## src/source/be_pkg.sv

```systemverilog
// ====================
// Shared sizes and types for the back-end slice
// QUEUE_DEPTH must stay a power of two for pointer wrap
// ====================

package be_pkg;

	// ====================
	// Sizes
	// ====================

	// Micro-ops written per cycle
	localparam int DECODE_WIDTH = 2;
	// Dispatch lanes, lane i feeds ALU pipe i
	localparam int DISPATCH_WIDTH = 2;
	localparam int QUEUE_DEPTH = 8;
	localparam int PTAG_W = 5;
	localparam int DATA_W = 16;

	// Queue pointer and counter widths
	localparam int QPTR_W = $clog2(QUEUE_DEPTH);
	localparam int QCNT_W = $clog2(QUEUE_DEPTH + 1);

	// ====================
	// Types
	// ====================

	typedef enum logic [1:0] {
		ALU_ADD = 2'd0,
		ALU_SUB = 2'd1,
		ALU_XOR = 2'd2,
		ALU_AND = 2'd3
	} alu_op_e;

	// Decoded micro-op, operands travel with it
	typedef struct packed {
		logic [PTAG_W-1:0] pdest;
		logic [PTAG_W-1:0] src0;
		logic src0_ready;
		logic [PTAG_W-1:0] src1;
		logic src1_ready;
		alu_op_e op;
		logic [DATA_W-1:0] opa;
		logic [DATA_W-1:0] opb;
	} uop_t;

	// Result broadcast, also the wakeup
	typedef struct packed {
		logic [PTAG_W-1:0] tag;
		logic [DATA_W-1:0] result;
	} wb_t;

endpackage : be_pkg

```

## src/source/alu_pipe.sv

```systemverilog
// ====================
// Two-stage ALU, result held until the writeback grant
// Accepts only while the hold register frees at the next edge
// ====================
`timescale 1ns/1ns

module alu_pipe (
	input  logic clk,
	input  logic rst_n,
	input  logic in_valid_i,
	input  be_pkg::uop_t in_uop_i,
	output logic in_ready_o,
	output logic req_o,
	output be_pkg::wb_t wb_o,
	input  logic grant_i
);

	import be_pkg::*;

	// Stage one operands
	logic s1_valid_q;
	logic [PTAG_W-1:0] s1_tag_q;
	alu_op_e s1_op_q;
	logic [DATA_W-1:0] s1_opa_q, s1_opb_q;

	// Hold register
	logic hold_valid_q;
	wb_t hold_q;
	logic hold_free;
	logic [DATA_W-1:0] alu_res;

	// Hold empties this edge if empty now or granted now
	assign hold_free = !hold_valid_q || grant_i;
	assign in_ready_o = hold_free;

	always_comb begin
		case (s1_op_q)
			ALU_ADD: alu_res = s1_opa_q + s1_opb_q;
			ALU_SUB: alu_res = s1_opa_q - s1_opb_q;
			ALU_XOR: alu_res = s1_opa_q ^ s1_opb_q;
			default: alu_res = s1_opa_q & s1_opb_q;
		endcase
	end

	// Both stages advance together when the hold frees
	always_ff @(posedge clk or negedge rst_n) begin
		if (!rst_n) begin
			s1_valid_q <= 1'b0;
			hold_valid_q <= 1'b0;
		end else if (hold_free) begin
			s1_valid_q <= in_valid_i;
			hold_valid_q <= s1_valid_q;
		end
	end

	always_ff @(posedge clk) begin
		if (hold_free && in_valid_i) begin
			s1_tag_q <= in_uop_i.pdest;
			s1_op_q <= in_uop_i.op;
			s1_opa_q <= in_uop_i.opa;
			s1_opb_q <= in_uop_i.opb;
		end
		if (hold_free && s1_valid_q) begin
			hold_q.tag <= s1_tag_q;
			hold_q.result <= alu_res;
		end
	end

	assign req_o = hold_valid_q;
	assign wb_o = hold_q;

	// Arbiter only grants a live request
	a_grant_req: assert property (@(posedge clk) disable iff (!rst_n)
		grant_i |-> req_o)
		else $error("alu pipe granted without request");

endmodule : alu_pipe

```

## src/source/backend_top.sv

```systemverilog
// ====================
// Back-end slice top, queue feeding two ALU pipes
// Single writeback bus doubles as the queue wakeup
// ====================
`timescale 1ns/1ns

module backend_top (
	input  logic clk,
	input  logic rst_n,
	input  logic [be_pkg::DECODE_WIDTH-1:0] wr_valid_i,
	input  be_pkg::uop_t [be_pkg::DECODE_WIDTH-1:0] wr_uop_i,
	output logic wr_ready_o,
	output logic wb_valid_o,
	output be_pkg::wb_t wb_o
);

	import be_pkg::*;

	// Dispatch lanes
	logic [DISPATCH_WIDTH-1:0] rd_valid;
	uop_t [DISPATCH_WIDTH-1:0] rd_uop;
	logic [DISPATCH_WIDTH-1:0] pipe_ready;
	logic [DISPATCH_WIDTH-1:0] pipe_valid;

	// Pipe to arbiter
	logic [DISPATCH_WIDTH-1:0] pipe_req;
	logic [DISPATCH_WIDTH-1:0] pipe_grant;
	wb_t [DISPATCH_WIDTH-1:0] pipe_wb;

	dispatch_queue i_queue (
		.clk        (clk),
		.rst_n      (rst_n),
		.wr_valid_i (wr_valid_i),
		.wr_uop_i   (wr_uop_i),
		.wr_ready_o (wr_ready_o),
		.rd_valid_o (rd_valid),
		.rd_uop_o   (rd_uop),
		.rd_ready_i (pipe_ready),
		.wb_valid_i (wb_valid_o),
		.wb_i       (wb_o)
	);

	// Younger lane reaches its pipe only when every older lane is taken
	always_comb begin
		logic older_ok;
		older_ok = 1'b1;
		for (int i = 0; i < DISPATCH_WIDTH; i++) begin
			pipe_valid[i] = rd_valid[i] & older_ok;
			older_ok = older_ok & pipe_ready[i];
		end
	end

	for (genvar i = 0; i < DISPATCH_WIDTH; i++) begin : g_pipe
		alu_pipe i_alu (
			.clk        (clk),
			.rst_n      (rst_n),
			.in_valid_i (pipe_valid[i]),
			.in_uop_i   (rd_uop[i]),
			.in_ready_o (pipe_ready[i]),
			.req_o      (pipe_req[i]),
			.wb_o       (pipe_wb[i]),
			.grant_i    (pipe_grant[i])
		);
	end

	wb_arbiter i_arb (
		.clk        (clk),
		.rst_n      (rst_n),
		.req_i      (pipe_req),
		.wb_in_i    (pipe_wb),
		.grant_o    (pipe_grant),
		.wb_valid_o (wb_valid_o),
		.wb_o       (wb_o)
	);

endmodule : backend_top

```

## src/source/dispatch_queue.sv

```systemverilog
// ====================
// In-order dispatch queue, two-wide write and two-lane read
// Write accepted only while count <= QUEUE_DEPTH - DECODE_WIDTH
// Lane 1 taken only together with lane 0
// ====================
`timescale 1ns/1ns

module dispatch_queue (
	input  logic clk,
	input  logic rst_n,
	input  logic [be_pkg::DECODE_WIDTH-1:0] wr_valid_i,
	input  be_pkg::uop_t [be_pkg::DECODE_WIDTH-1:0] wr_uop_i,
	output logic wr_ready_o,
	output logic [be_pkg::DISPATCH_WIDTH-1:0] rd_valid_o,
	output be_pkg::uop_t [be_pkg::DISPATCH_WIDTH-1:0] rd_uop_o,
	input  logic [be_pkg::DISPATCH_WIDTH-1:0] rd_ready_i,
	input  logic wb_valid_i,
	input  be_pkg::wb_t wb_i
);

	import be_pkg::*;

	// Entry storage, validity comes from head and count
	uop_t mem_q [QUEUE_DEPTH];
	uop_t mem_n [QUEUE_DEPTH];

	logic [QPTR_W-1:0] head_q, tail_q;
	logic [QCNT_W-1:0] cnt_q, cnt_n;

	logic [DECODE_WIDTH-1:0] wr_fire;
	logic [DISPATCH_WIDTH-1:0] rd_take;
	logic [QCNT_W-1:0] wr_cnt, rd_cnt;
	logic [QPTR_W-1:0] rd_idx [DISPATCH_WIDTH];

	// Set ready bits whose source tag matches the broadcast
	function automatic uop_t apply_wakeup(input uop_t u, input logic hit_v, input wb_t wb);
		uop_t r;
		r = u;
		if (hit_v && (u.src0 == wb.tag)) begin
			r.src0_ready = 1'b1;
		end
		if (hit_v && (u.src1 == wb.tag)) begin
			r.src1_ready = 1'b1;
		end
		return r;
	endfunction

	// ====================
	// Read side
	// ====================

	// Room for a full decode group, independent of the valids
	assign wr_ready_o = (cnt_q <= QCNT_W'(QUEUE_DEPTH - DECODE_WIDTH));
	assign wr_fire = wr_valid_i & {DECODE_WIDTH{wr_ready_o}};

	always_comb begin
		for (int i = 0; i < DISPATCH_WIDTH; i++) begin
			rd_idx[i] = head_q + QPTR_W'(i);
			rd_uop_o[i] = mem_q[rd_idx[i]];
		end
		// Lane 0 needs the head present and both sources ready
		rd_valid_o[0] = (cnt_q > 0) && mem_q[rd_idx[0]].src0_ready
			&& mem_q[rd_idx[0]].src1_ready;
		// Younger lanes only behind a dispatchable older lane
		for (int i = 1; i < DISPATCH_WIDTH; i++) begin
			rd_valid_o[i] = rd_valid_o[i-1] && (cnt_q > QCNT_W'(i))
				&& mem_q[rd_idx[i]].src0_ready && mem_q[rd_idx[i]].src1_ready;
		end
	end

	// Taken lanes form a prefix, keeps program order
	always_comb begin
		rd_take[0] = rd_valid_o[0] & rd_ready_i[0];
		for (int i = 1; i < DISPATCH_WIDTH; i++) begin
			rd_take[i] = rd_take[i-1] & rd_valid_o[i] & rd_ready_i[i];
		end
	end

	// ====================
	// Next state
	// ====================

	always_comb begin
		logic [QPTR_W-1:0] wr_off;
		wr_off = '0;
		wr_cnt = '0;
		rd_cnt = '0;
		// Wakeup across every stored entry
		for (int k = 0; k < QUEUE_DEPTH; k++) begin
			mem_n[k] = apply_wakeup(mem_q[k], wb_valid_i, wb_i);
		end
		// Incoming lanes packed into consecutive slots, woken on entry too
		for (int i = 0; i < DECODE_WIDTH; i++) begin
			if (wr_fire[i]) begin
				mem_n[tail_q + wr_off] = apply_wakeup(wr_uop_i[i], wb_valid_i, wb_i);
				wr_off = wr_off + 1'b1;
				wr_cnt = wr_cnt + 1'b1;
			end
		end
		for (int i = 0; i < DISPATCH_WIDTH; i++) begin
			if (rd_take[i]) begin
				rd_cnt = rd_cnt + 1'b1;
			end
		end
		cnt_n = cnt_q + wr_cnt - rd_cnt;
	end

	// Payload only
	always_ff @(posedge clk) begin
		mem_q <= mem_n;
	end

	always_ff @(posedge clk or negedge rst_n) begin
		if (!rst_n) begin
			head_q <= '0;
			tail_q <= '0;
			cnt_q <= '0;
		end else begin
			head_q <= head_q + rd_cnt[QPTR_W-1:0];
			tail_q <= tail_q + wr_cnt[QPTR_W-1:0];
			cnt_q <= cnt_n;
		end
	end

	// ====================
	// Checks
	// ====================

	// Occupancy bound across write and dispatch traffic
	a_cnt_bound: assert property (@(posedge clk) disable iff (!rst_n)
		cnt_q <= QCNT_W'(QUEUE_DEPTH))
		else $error("dispatch queue count above depth");

	a_lane_order: assert property (@(posedge clk) disable iff (!rst_n)
		rd_valid_o[1] |-> rd_valid_o[0])
		else $error("dispatch lane 1 valid without lane 0");

endmodule : dispatch_queue

```

## src/source/wb_arbiter.sv

```systemverilog
// ====================
// Round-robin arbiter for two requesters on one writeback bus
// Loser of the last grant goes first, bus output is combinational
// ====================
`timescale 1ns/1ns

module wb_arbiter (
	input  logic clk,
	input  logic rst_n,
	input  logic [1:0] req_i,
	input  be_pkg::wb_t [1:0] wb_in_i,
	output logic [1:0] grant_o,
	output logic wb_valid_o,
	output be_pkg::wb_t wb_o
);

	import be_pkg::*;

	// Index of the requester with priority
	logic prio_q;

	always_comb begin
		if (!prio_q) begin
			grant_o[0] = req_i[0];
			grant_o[1] = req_i[1] & ~req_i[0];
		end else begin
			grant_o[1] = req_i[1];
			grant_o[0] = req_i[0] & ~req_i[1];
		end
	end

	// Bus mux
	assign wb_valid_o = |req_i;
	assign wb_o = grant_o[1] ? wb_in_i[1] : wb_in_i[0];

	// Priority flips to the side that lost, held when idle
	always_ff @(posedge clk or negedge rst_n) begin
		if (!rst_n) begin
			prio_q <= 1'b0;
		end else if (|grant_o) begin
			prio_q <= grant_o[0];
		end
	end

	// ====================
	// Checks
	// ====================

	a_onehot: assert property (@(posedge clk) disable iff (!rst_n)
		$onehot0(grant_o))
		else $error("writeback grant not one-hot");

	// Pipes hold their request, so a loser wins on the next cycle
	a_fair0: assert property (@(posedge clk) disable iff (!rst_n)
		req_i[0] && !grant_o[0] |=> grant_o[0])
		else $error("requester 0 starved");

	a_fair1: assert property (@(posedge clk) disable iff (!rst_n)
		req_i[1] && !grant_o[1] |=> grant_o[1])
		else $error("requester 1 starved");

endmodule : wb_arbiter
```

## config.mk

```make
export PLATFORM = sky130hd
export DESIGN_NAME = backend_top
export DESIGN_NICKNAME = d
export VERILOG_FILES = /design/src/source/be_pkg.sv /design/src/source/alu_pipe.sv /design/src/source/backend_top.sv /design/src/source/dispatch_queue.sv /design/src/source/wb_arbiter.sv
export SDC_FILE = /design/constraint.sdc
export NUM_CORES = 1
export LEC_CHECK = 0
export BUFFER_PORTS_ARGS = -buffer_cell sky130_fd_sc_hd__buf_2
export CAP_MARGIN = 20
export CORE_UTILIZATION = 57
export DETAILED_ROUTE_END_ITERATION = 6
export GPL_TIMING_DRIVEN = 0
export MAX_ROUTING_LAYER = met4
export PLACE_DENSITY_LB_ADDON = 0.08
export SETUP_SLACK_MARGIN = 0.5
export SYNTH_ARGS = -nofsm -noshare
export SYNTH_HDL_FRONTEND = slang
export SYNTH_SLANG_ARGS = --single-unit
```

## constraint.sdc

```tcl
create_clock -name clk -period 4.1 [get_ports clk]
set_input_delay 1.025 -clock clk [delete_from_list [all_inputs] [get_ports clk]]
set_output_delay 1.025 -clock clk [all_outputs]
set_load 0.01 [all_outputs]
```

# == Word level (Yosys, flattened, before mapping) ==
# Index checks and enable logic that the tools add are counted.
# classes
order_cmp,9
n_eq_ne,24
addsub,12
n_mux,47
n_reduce_logical,39
n_bitwise,17
# ops
operator,count
$bwmux 408,2
$mux 408,2
$bmux 51 s3,2
$demux 51 s3,2
$mux 51,6
$eq 5x5->1,20
$pmux 16 s3,2
$add 16x16->16,2
$and 16x16->16,2
$sub 16x16->16,2
$xor 16x16->16,2
$logic_and 1x1->1,31
$mux 1,27
$mux 21,1
$ge 4x4->1 const B,4
$not 3->4,4
$gt 4x1->1 const B,2
$lt 4x1->1 const B,2
$mux 4,2
$add 3x3->3,2
$and 1x1->1,6
$add 1x1->2 const B,2
$add 4x4->4,1
$eq 2x1->1 const B,2
12 further kinds,18
# totals
elab_cells,232
regBits,543
inputBits,106
output_inout_bits,23

# == Depth between registers and ports, before layout ==
# logic_depth
ltp_word,13
depth_mapped,14

# == Modules after synthesis ==
# A second synthesis with hierarchy kept.
# unflattened
cells_unflattened,3077
area_unflattened_um2,32144.6
# modules_own_cells
module,n_inst,cells_each,area_per_inst_um2
dispatch_queue,1,2489,24888.9
alu_pipe at g_pipe[0].i_alu,1,278,3470.8
alu_pipe at g_pipe[1].i_alu,1,278,3450.8
wb_arbiter,1,31,327.8
backend_top,1,1,6.3

# == Worst setup path before layout ==
# No wires, ideal clock.
# synth_timing
kind,reg2reg
startpoint,register i_queue.head_q[0]
endpoint,register i_queue.cnt_q[3]
path_buffers,2
path_stages_with_launch,15
required_ps,4021
period_less_slack_ps,3853
arrival_time_ps,3774
setup_slack_ps,247
cell_sequence,dfrtp_1 clkbuf_1 buf_1 nand3_1 o211ai_1 o211ai_1 o21ai_0 o211a_1 ha_1 fa_1 inv_1 ha_1 a21o_1 a21oi_1 xor2_1
# synth_rtl
item,line,text
"start, declared",dispatch_queue.sv:27,"logic [QPTR_W-1:0] head_q, tail_q;"
"start signal, assigned",dispatch_queue.sv:119,head_q <= head_q + rd_cnt[QPTR_W-1:0];
$not 3->4 (implied by the code) (*),"dispatch_queue.sv:62, dispatch_queue.sv:63",
$bmux 51 s3 (*),"dispatch_queue.sv:62, dispatch_queue.sv:63",
$mux 51 (*) (2 in series),n/a,
$logic_and 1x1->1,dispatch_queue.sv:62,rd_valid_o[0] = (cnt_q > 0) && mem_q[rd_idx[0]].src0_ready
$logic_and 1x1->1 (*),dispatch_queue.sv:63,&& mem_q[rd_idx[0]].src1_ready;
$and 1x1->1 (*),dispatch_queue.sv:73,rd_take[0] = rd_valid_o[0] & rd_ready_i[0];
net i_queue.rd_take[0],dispatch_queue.sv:31,logic [DISPATCH_WIDTH-1:0] rd_take;
$mux 1 or $and 1x1->1 (tied branches),"dispatch_queue.sv:101, dispatch_queue.sv:75",
$add 1x1->2 or $and 1x1->1 (tied branches),"dispatch_queue.sv:102, dispatch_queue.sv:75",
$mux 4 (*),dispatch_queue.sv:101,if (rd_take[i]) begin
$sub 4x4->4 (*),dispatch_queue.sv:105,cnt_n = cnt_q + wr_cnt - rd_cnt;
net i_queue.cnt_n[3],dispatch_queue.sv:28,"logic [QCNT_W-1:0] cnt_q, cnt_n;"
"end signal, assigned",dispatch_queue.sv:121,cnt_q <= cnt_n;
"end, declared",dispatch_queue.sv:28,
# The timed path passes the listed nets; every way through them passes the cells marked *. The select of a mux whose other input is x is not followed.
# A chain may end at the register's enable or synchronous reset.

# == Worst setup path after layout ==
# layout_timing
startpoint,register g_pipe[1].i_alu.s1_op_q[1]
endpoint,"register g_pipe[1].i_alu.hold_q, in the netlist g_pipe[1].i_alu.wb_o[13], data pin"
# layout_between
elab_chain_cells,2
# layout_lines
item,line,text
"start, declared",alu_pipe.sv:23,alu_op_e s1_op_q;
"start signal, assigned",alu_pipe.sv:59,s1_op_q <= in_uop_i.op;
"$eq 2x2->1, or another cell as far along",alu_pipe.sv:37,case (s1_op_q)
$pmux 16 s3 (*),alu_pipe.sv:37,
net g_pipe[1].i_alu.alu_res[13],alu_pipe.sv:30,logic [DATA_W-1:0] alu_res;
"end, declared",alu_pipe.sv:28,wb_t hold_q;
# The timed path passes the listed nets; every way through them passes the cells marked *.

==> flow_results.xml <==
<?xml version="1.0" encoding="UTF-8"?>
<metrics>
  <group name="clocking">
    <metric name="clk_path_buf_depth" unit="">3</metric>
    <metric name="post_cts_hold_buffer_count" unit="">0</metric>
    <metric name="clock_latency" unit="ns">0.68</metric>
    <metric name="worst_setup_hold_path_clk_slew" unit="ns">0.06</metric>
    <metric name="tritoncts" unit="">built</metric>
    <metric name="numClockSinks" unit="">543</metric>
    <metric name="clk_root_buffer_cell" unit="">clkbuf_16</metric>
    <metric name="cts_made_buffers" unit="">60</metric>
    <metric name="cts_max_level" unit="">2</metric>
  </group>
  <group name="die">
    <metric name="fp.dieH" unit="um">238</metric>
    <metric name="floorplan.rows" unit="">86</metric>
    <metric name="floorplan.initialDensity" unit="%">57.6</metric>
    <metric name="top_level_ports" unit="">129</metric>
    <metric name="fp.coreArea" unit="um2">55000</metric>
    <metric name="die_area" unit="um2">56500</metric>
    <metric name="die_width" unit="um">238</metric>
  </group>
  <group name="worst_setup_path">
    <metric name="critical-path-top-delay-family" unit="">compound AO/OA/AOI/OAI gates</metric>
    <metric name="data_required_time_of_the_worst_path" unit="ns">4.47</metric>
    <metric name="slowest_delay" unit="ns">0.52</metric>
    <metric name="criticalPathCategory" unit="">flip-flop to flip-flop</metric>
    <metric name="critPathArrivalTime" unit="ns">3.99</metric>
    <metric name="worst_path_max_delay_cell" unit="">edfxtp_1</metric>
    <metric name="crit_path_start_kind" unit="">flip-flop</metric>
    <metric name="peak_fanout_along_the_critical_path" unit="">10</metric>
    <metric name="cp_cell_sequence" unit="">clkbuf_4 &gt; nor2b_2 &gt; clkbuf_8 &gt; nor2_1 &gt; xnor2_1 &gt; ha_1 &gt; clkbuf_1 &gt; a21o_1 &gt; a221o_1 &gt; or4_1 &gt; o22ai_1 &gt; xor2_1 &gt; o21ai_1</metric>
    <metric name="cp-end-kind" unit="">flip-flop</metric>
    <metric name="critical_path_buf_inv_count" unit="">3</metric>
  </group>
  <group name="grt">
    <metric name="number_of_global_route_vias_before_repair" unit="">26400</metric>
    <metric name="globalRouteOverflowTotal" unit="">0</metric>
    <metric name="grt.total_usage" unit="%">42.2</metric>
    <metric name="number_of_antenna_violations_at_the_first_check_in_global_routing" unit="">19</metric>
    <metric name="first_pass_grt_wire_length" unit="um">172000</metric>
    <metric name="grt_start_max_net_pins" unit="">34</metric>
  </group>
  <group name="drt">
    <metric name="route.final.wire_length" unit="um">118000</metric>
    <metric name="route.detailed.drc" unit="">0</metric>
    <metric name="drt_iter0_drc" unit="">3745</metric>
    <metric name="route.detailed.wl_per_inst" unit="um">27.9</metric>
    <metric name="routed-via-count" unit="">27900</metric>
    <metric name="route.antenna.remaining_nets" unit="">0</metric>
    <metric name="vias_per_cell" unit="">6.62</metric>
    <metric name="pre_antenna_drt_iters" unit="">6</metric>
  </group>
  <group name="finish">
    <metric name="layout.cells.most_common_list" unit="">nor2_1 (446), a21oi_1 (409), dfxtp_1 (408)</metric>
    <metric name="flow.area_growth_from_synthesis" unit="%">11.5</metric>
    <metric name="fillcell_total" unit="">4548</metric>
    <metric name="finish.utilization" unit="%">64.2</metric>
    <metric name="design.final.nets" unit="">3594</metric>
    <metric name="drive_above_1_share" unit="%">17.1</metric>
    <metric name="layout.cells.most_common" unit="">nor2_1</metric>
    <metric name="final_area" unit="um2">35300</metric>
    <metric name="final-instance-count-excl-fill" unit="">4223</metric>
  </group>
  <group name="synth">
    <metric name="count_of_flip_flops_with_a_built_in_enable_after_synthesis" unit="">120</metric>
    <metric name="post_synth_inst_count" unit="">3287</metric>
    <metric name="synthesized_nets" unit="">3476</metric>
    <metric name="synthesis.area_per_instance" unit="um2">9.64</metric>
    <metric name="synth-async-reset-ratio" unit="%">2.76</metric>
    <metric name="syn-cell-area" unit="um2">31700</metric>
    <metric name="synth_flop_cell" unit="">dfxtp_1</metric>
    <metric name="synthDistinctLibCells" unit="">86</metric>
    <metric name="sequential_to_total_area_share_from_yosys_stat" unit="%">38.3</metric>
    <metric name="ys_ff_latch" unit="">543</metric>
    <metric name="synthesis.yosys.warnings" unit="">0</metric>
  </group>
  <group name="place">
    <metric name="placement.cell_area" unit="um2">32900</metric>
    <metric name="placed_cells" unit="">4073</metric>
    <metric name="gp_congestion" unit="">1.00</metric>
    <metric name="portBuffers" unit="">35</metric>
    <metric name="dp_hpwl" unit="um">84700</metric>
  </group>
  <group name="timing">
    <metric name="slew_headroom" unit="%">21.3</metric>
    <metric name="maxClockFrequency" unit="MHz">276</metric>
    <metric name="tns" unit="ns">0</metric>
    <metric name="final_number_of_hold_violating_endpoints" unit="">0</metric>
    <metric name="worst-slew-pin-transition" unit="ns">1.17</metric>
    <metric name="min_period_over_period" unit="%">88.5</metric>
    <metric name="maxSlewViolCount" unit="">0</metric>
    <metric name="report.final.setup_viol" unit="">0</metric>
    <metric name="skew" unit="ns">0.0526</metric>
    <metric name="finalCriticalPeriod" unit="ns">3.63</metric>
    <metric name="grt_setup_unrepaired" unit="">yes</metric>
  </group>
  <group name="power">
    <metric name="leakage" unit="nW">13.4</metric>
    <metric name="vdd_drop_max" unit="mV">0.356</metric>
    <metric name="p_per_area" unit="nW/um2">321</metric>
  </group>
  <group name="job">
    <metric name="drv.max_cap_violation_count" unit="">0</metric>
  </group>
  <group name="hold_path">
    <metric name="worstHoldPathType" unit="">input port to asynchronous set/reset pin</metric>
  </group>
  <group name="run_status">
    <metric name="outcome" unit="">finished, final reports clean</metric>
  </group>
</metrics>
## what timing repair did
item	CTS	global route
buffers inserted	4	10
cloned	2	0
gates resized for setup	40	41
endpoints found under the setup margin	70	121
pin swaps	2	4
## power breakdown
| group | leakage, nW | switching [mW] | internal, mW |
|---|---|---|---|
| Sequential | 4.24 | 0 | 5.44 |
| Clock | 1.01 | 2.43 | 3.23 |
| Combinational | 8.17 | 0.189 | 0.0463 |
| Total | 13.4 | 2.62 | 8.71 |
## per-layer routing
layer  share of wire [%]  track usage (%)  vias to the layer above
met1                  41             56.4                    13600
met3                  13             12.2                      288
li1                    -                -                    12200
met2                  43             60.7                     1884
met4                 3.7             14.8                        0
met5                   0                -                        -
## worst paths after layout
check,from,end,slack [ns],depth (start not counted)
max,g_pipe[1].i_alu.s1_op_q[1],g_pipe[1].i_alu.wb_o[13],0.47,13
min,rst_n,i_queue.head_q[1],0.30,1
max reg2reg,g_pipe[1].i_alu.s1_op_q[1],g_pipe[1].i_alu.wb_o[13],0.47,13
min reg2reg,g_pipe[0].i_alu.s1_valid_q,g_pipe[0].i_alu.req_o,0.48,1
max in group asynchronous,rst_n,i_arb.prio_q,3.44,1
min in group clk,g_pipe[0].i_alu.s1_valid_q,g_pipe[0].i_alu.req_o,0.48,1
## worst register-to-register path: stages (launching register included)
cell and delay [ns]:
edfxtp_1 0.52, clkbuf_4 0.26, nor2b_2 0.18, clkbuf_8 0.20
nor2_1 0.07, xnor2_1 0.13, ha_1 0.28, clkbuf_1 0.19
a21o_1 0.23, a221o_1 0.39, or4_1 0.42, o22ai_1 0.20
xor2_1 0.18, o21ai_1 0.07
## per-stage QoR
| stage | hold WS [ns] | total power, mW | setup slack, ns |
|---|---|---|---|
| after floorplan | 0.400 | 5.69 | 0.737 |
| after detailed placement | 0.477 | 5.78 | -0.547 |
| final | 0.304 | 11.3 | 0.473 |
| after CTS | 0.287 | 11.3 | 0.472 |
| after global routing | 0.322 | 11.5 | 0.320 |
| after global placement | 0.462 | 5.77 | -0.958 |
## area by class of cell
cell class                      count  area (um2)  share of cell area (%)
Antenna cell                       18        45.0                   0.128
Buffer                            333        1500                    4.25
Clock buffer                       90        1760                    4.98
Clock inverter                     24         294                   0.832
Inverter                           46         173                   0.489
Multi-Input combinational cell   2367       18100                    51.2
Sequential cell                   543       12100                    34.4
Tap cell                          748         936                    2.65
Timing Repair Buffer               54         382                    1.08
## registers in the layout, summed over array words and instances, names as in the netlist
signal and flops:
i_queue.mem_q 408, g_pipe.i_alu.wb_o 42, g_pipe.i_alu.s1_opa_q 32, g_pipe.i_alu.s1_opb_q 32, g_pipe.i_alu.s1_tag_q 10, g_pipe.i_alu.s1_op_q 4
i_queue.cnt_q 4, i_queue.head_q 3, i_queue.tail_q 3, g_pipe.i_alu.req_o 2, g_pipe.i_alu.s1_valid_q 2, i_arb.prio_q 1
## cells in the mapped netlist, types with 44 or more instances
| cell type | n | area [um2] |
|---|---|---|
| nand2_1 | 245 | 920 |
| inv_1 | 44 | 165 |
| edfxtp_1 | 120 | 3600 |
| mux2i_1 | 337 | 3370 |
| dfxtp_1 | 408 | 8170 |
| mux2_2 | 94 | 1060 |
| xnor2_1 | 58 | 508 |
| o21ai_0 | 51 | 255 |
| clkbuf_1 | 188 | 706 |
| a31oi_1 | 77 | 482 |
| a21oi_1 | 410 | 2050 |
| ha_1 | 77 | 963 |
| mux4_2 | 158 | 3560 |
| buf_2 | 94 | 470 |
| nor2_1 | 448 | 1680 |
## kinds of logic after synthesis
kind of cell    Yosys count  share of synthesized area, %
mux                     589                          25.2
flops                   543                          38.3
compound gates          728                          13.6
simple gates            872                          11.7
buf+inv                 379                          5.05
fa+ha+maj                83                          3.42
xor+xnor                 93                          2.57
Note: power is estimated with default switching activity, not from simulation.
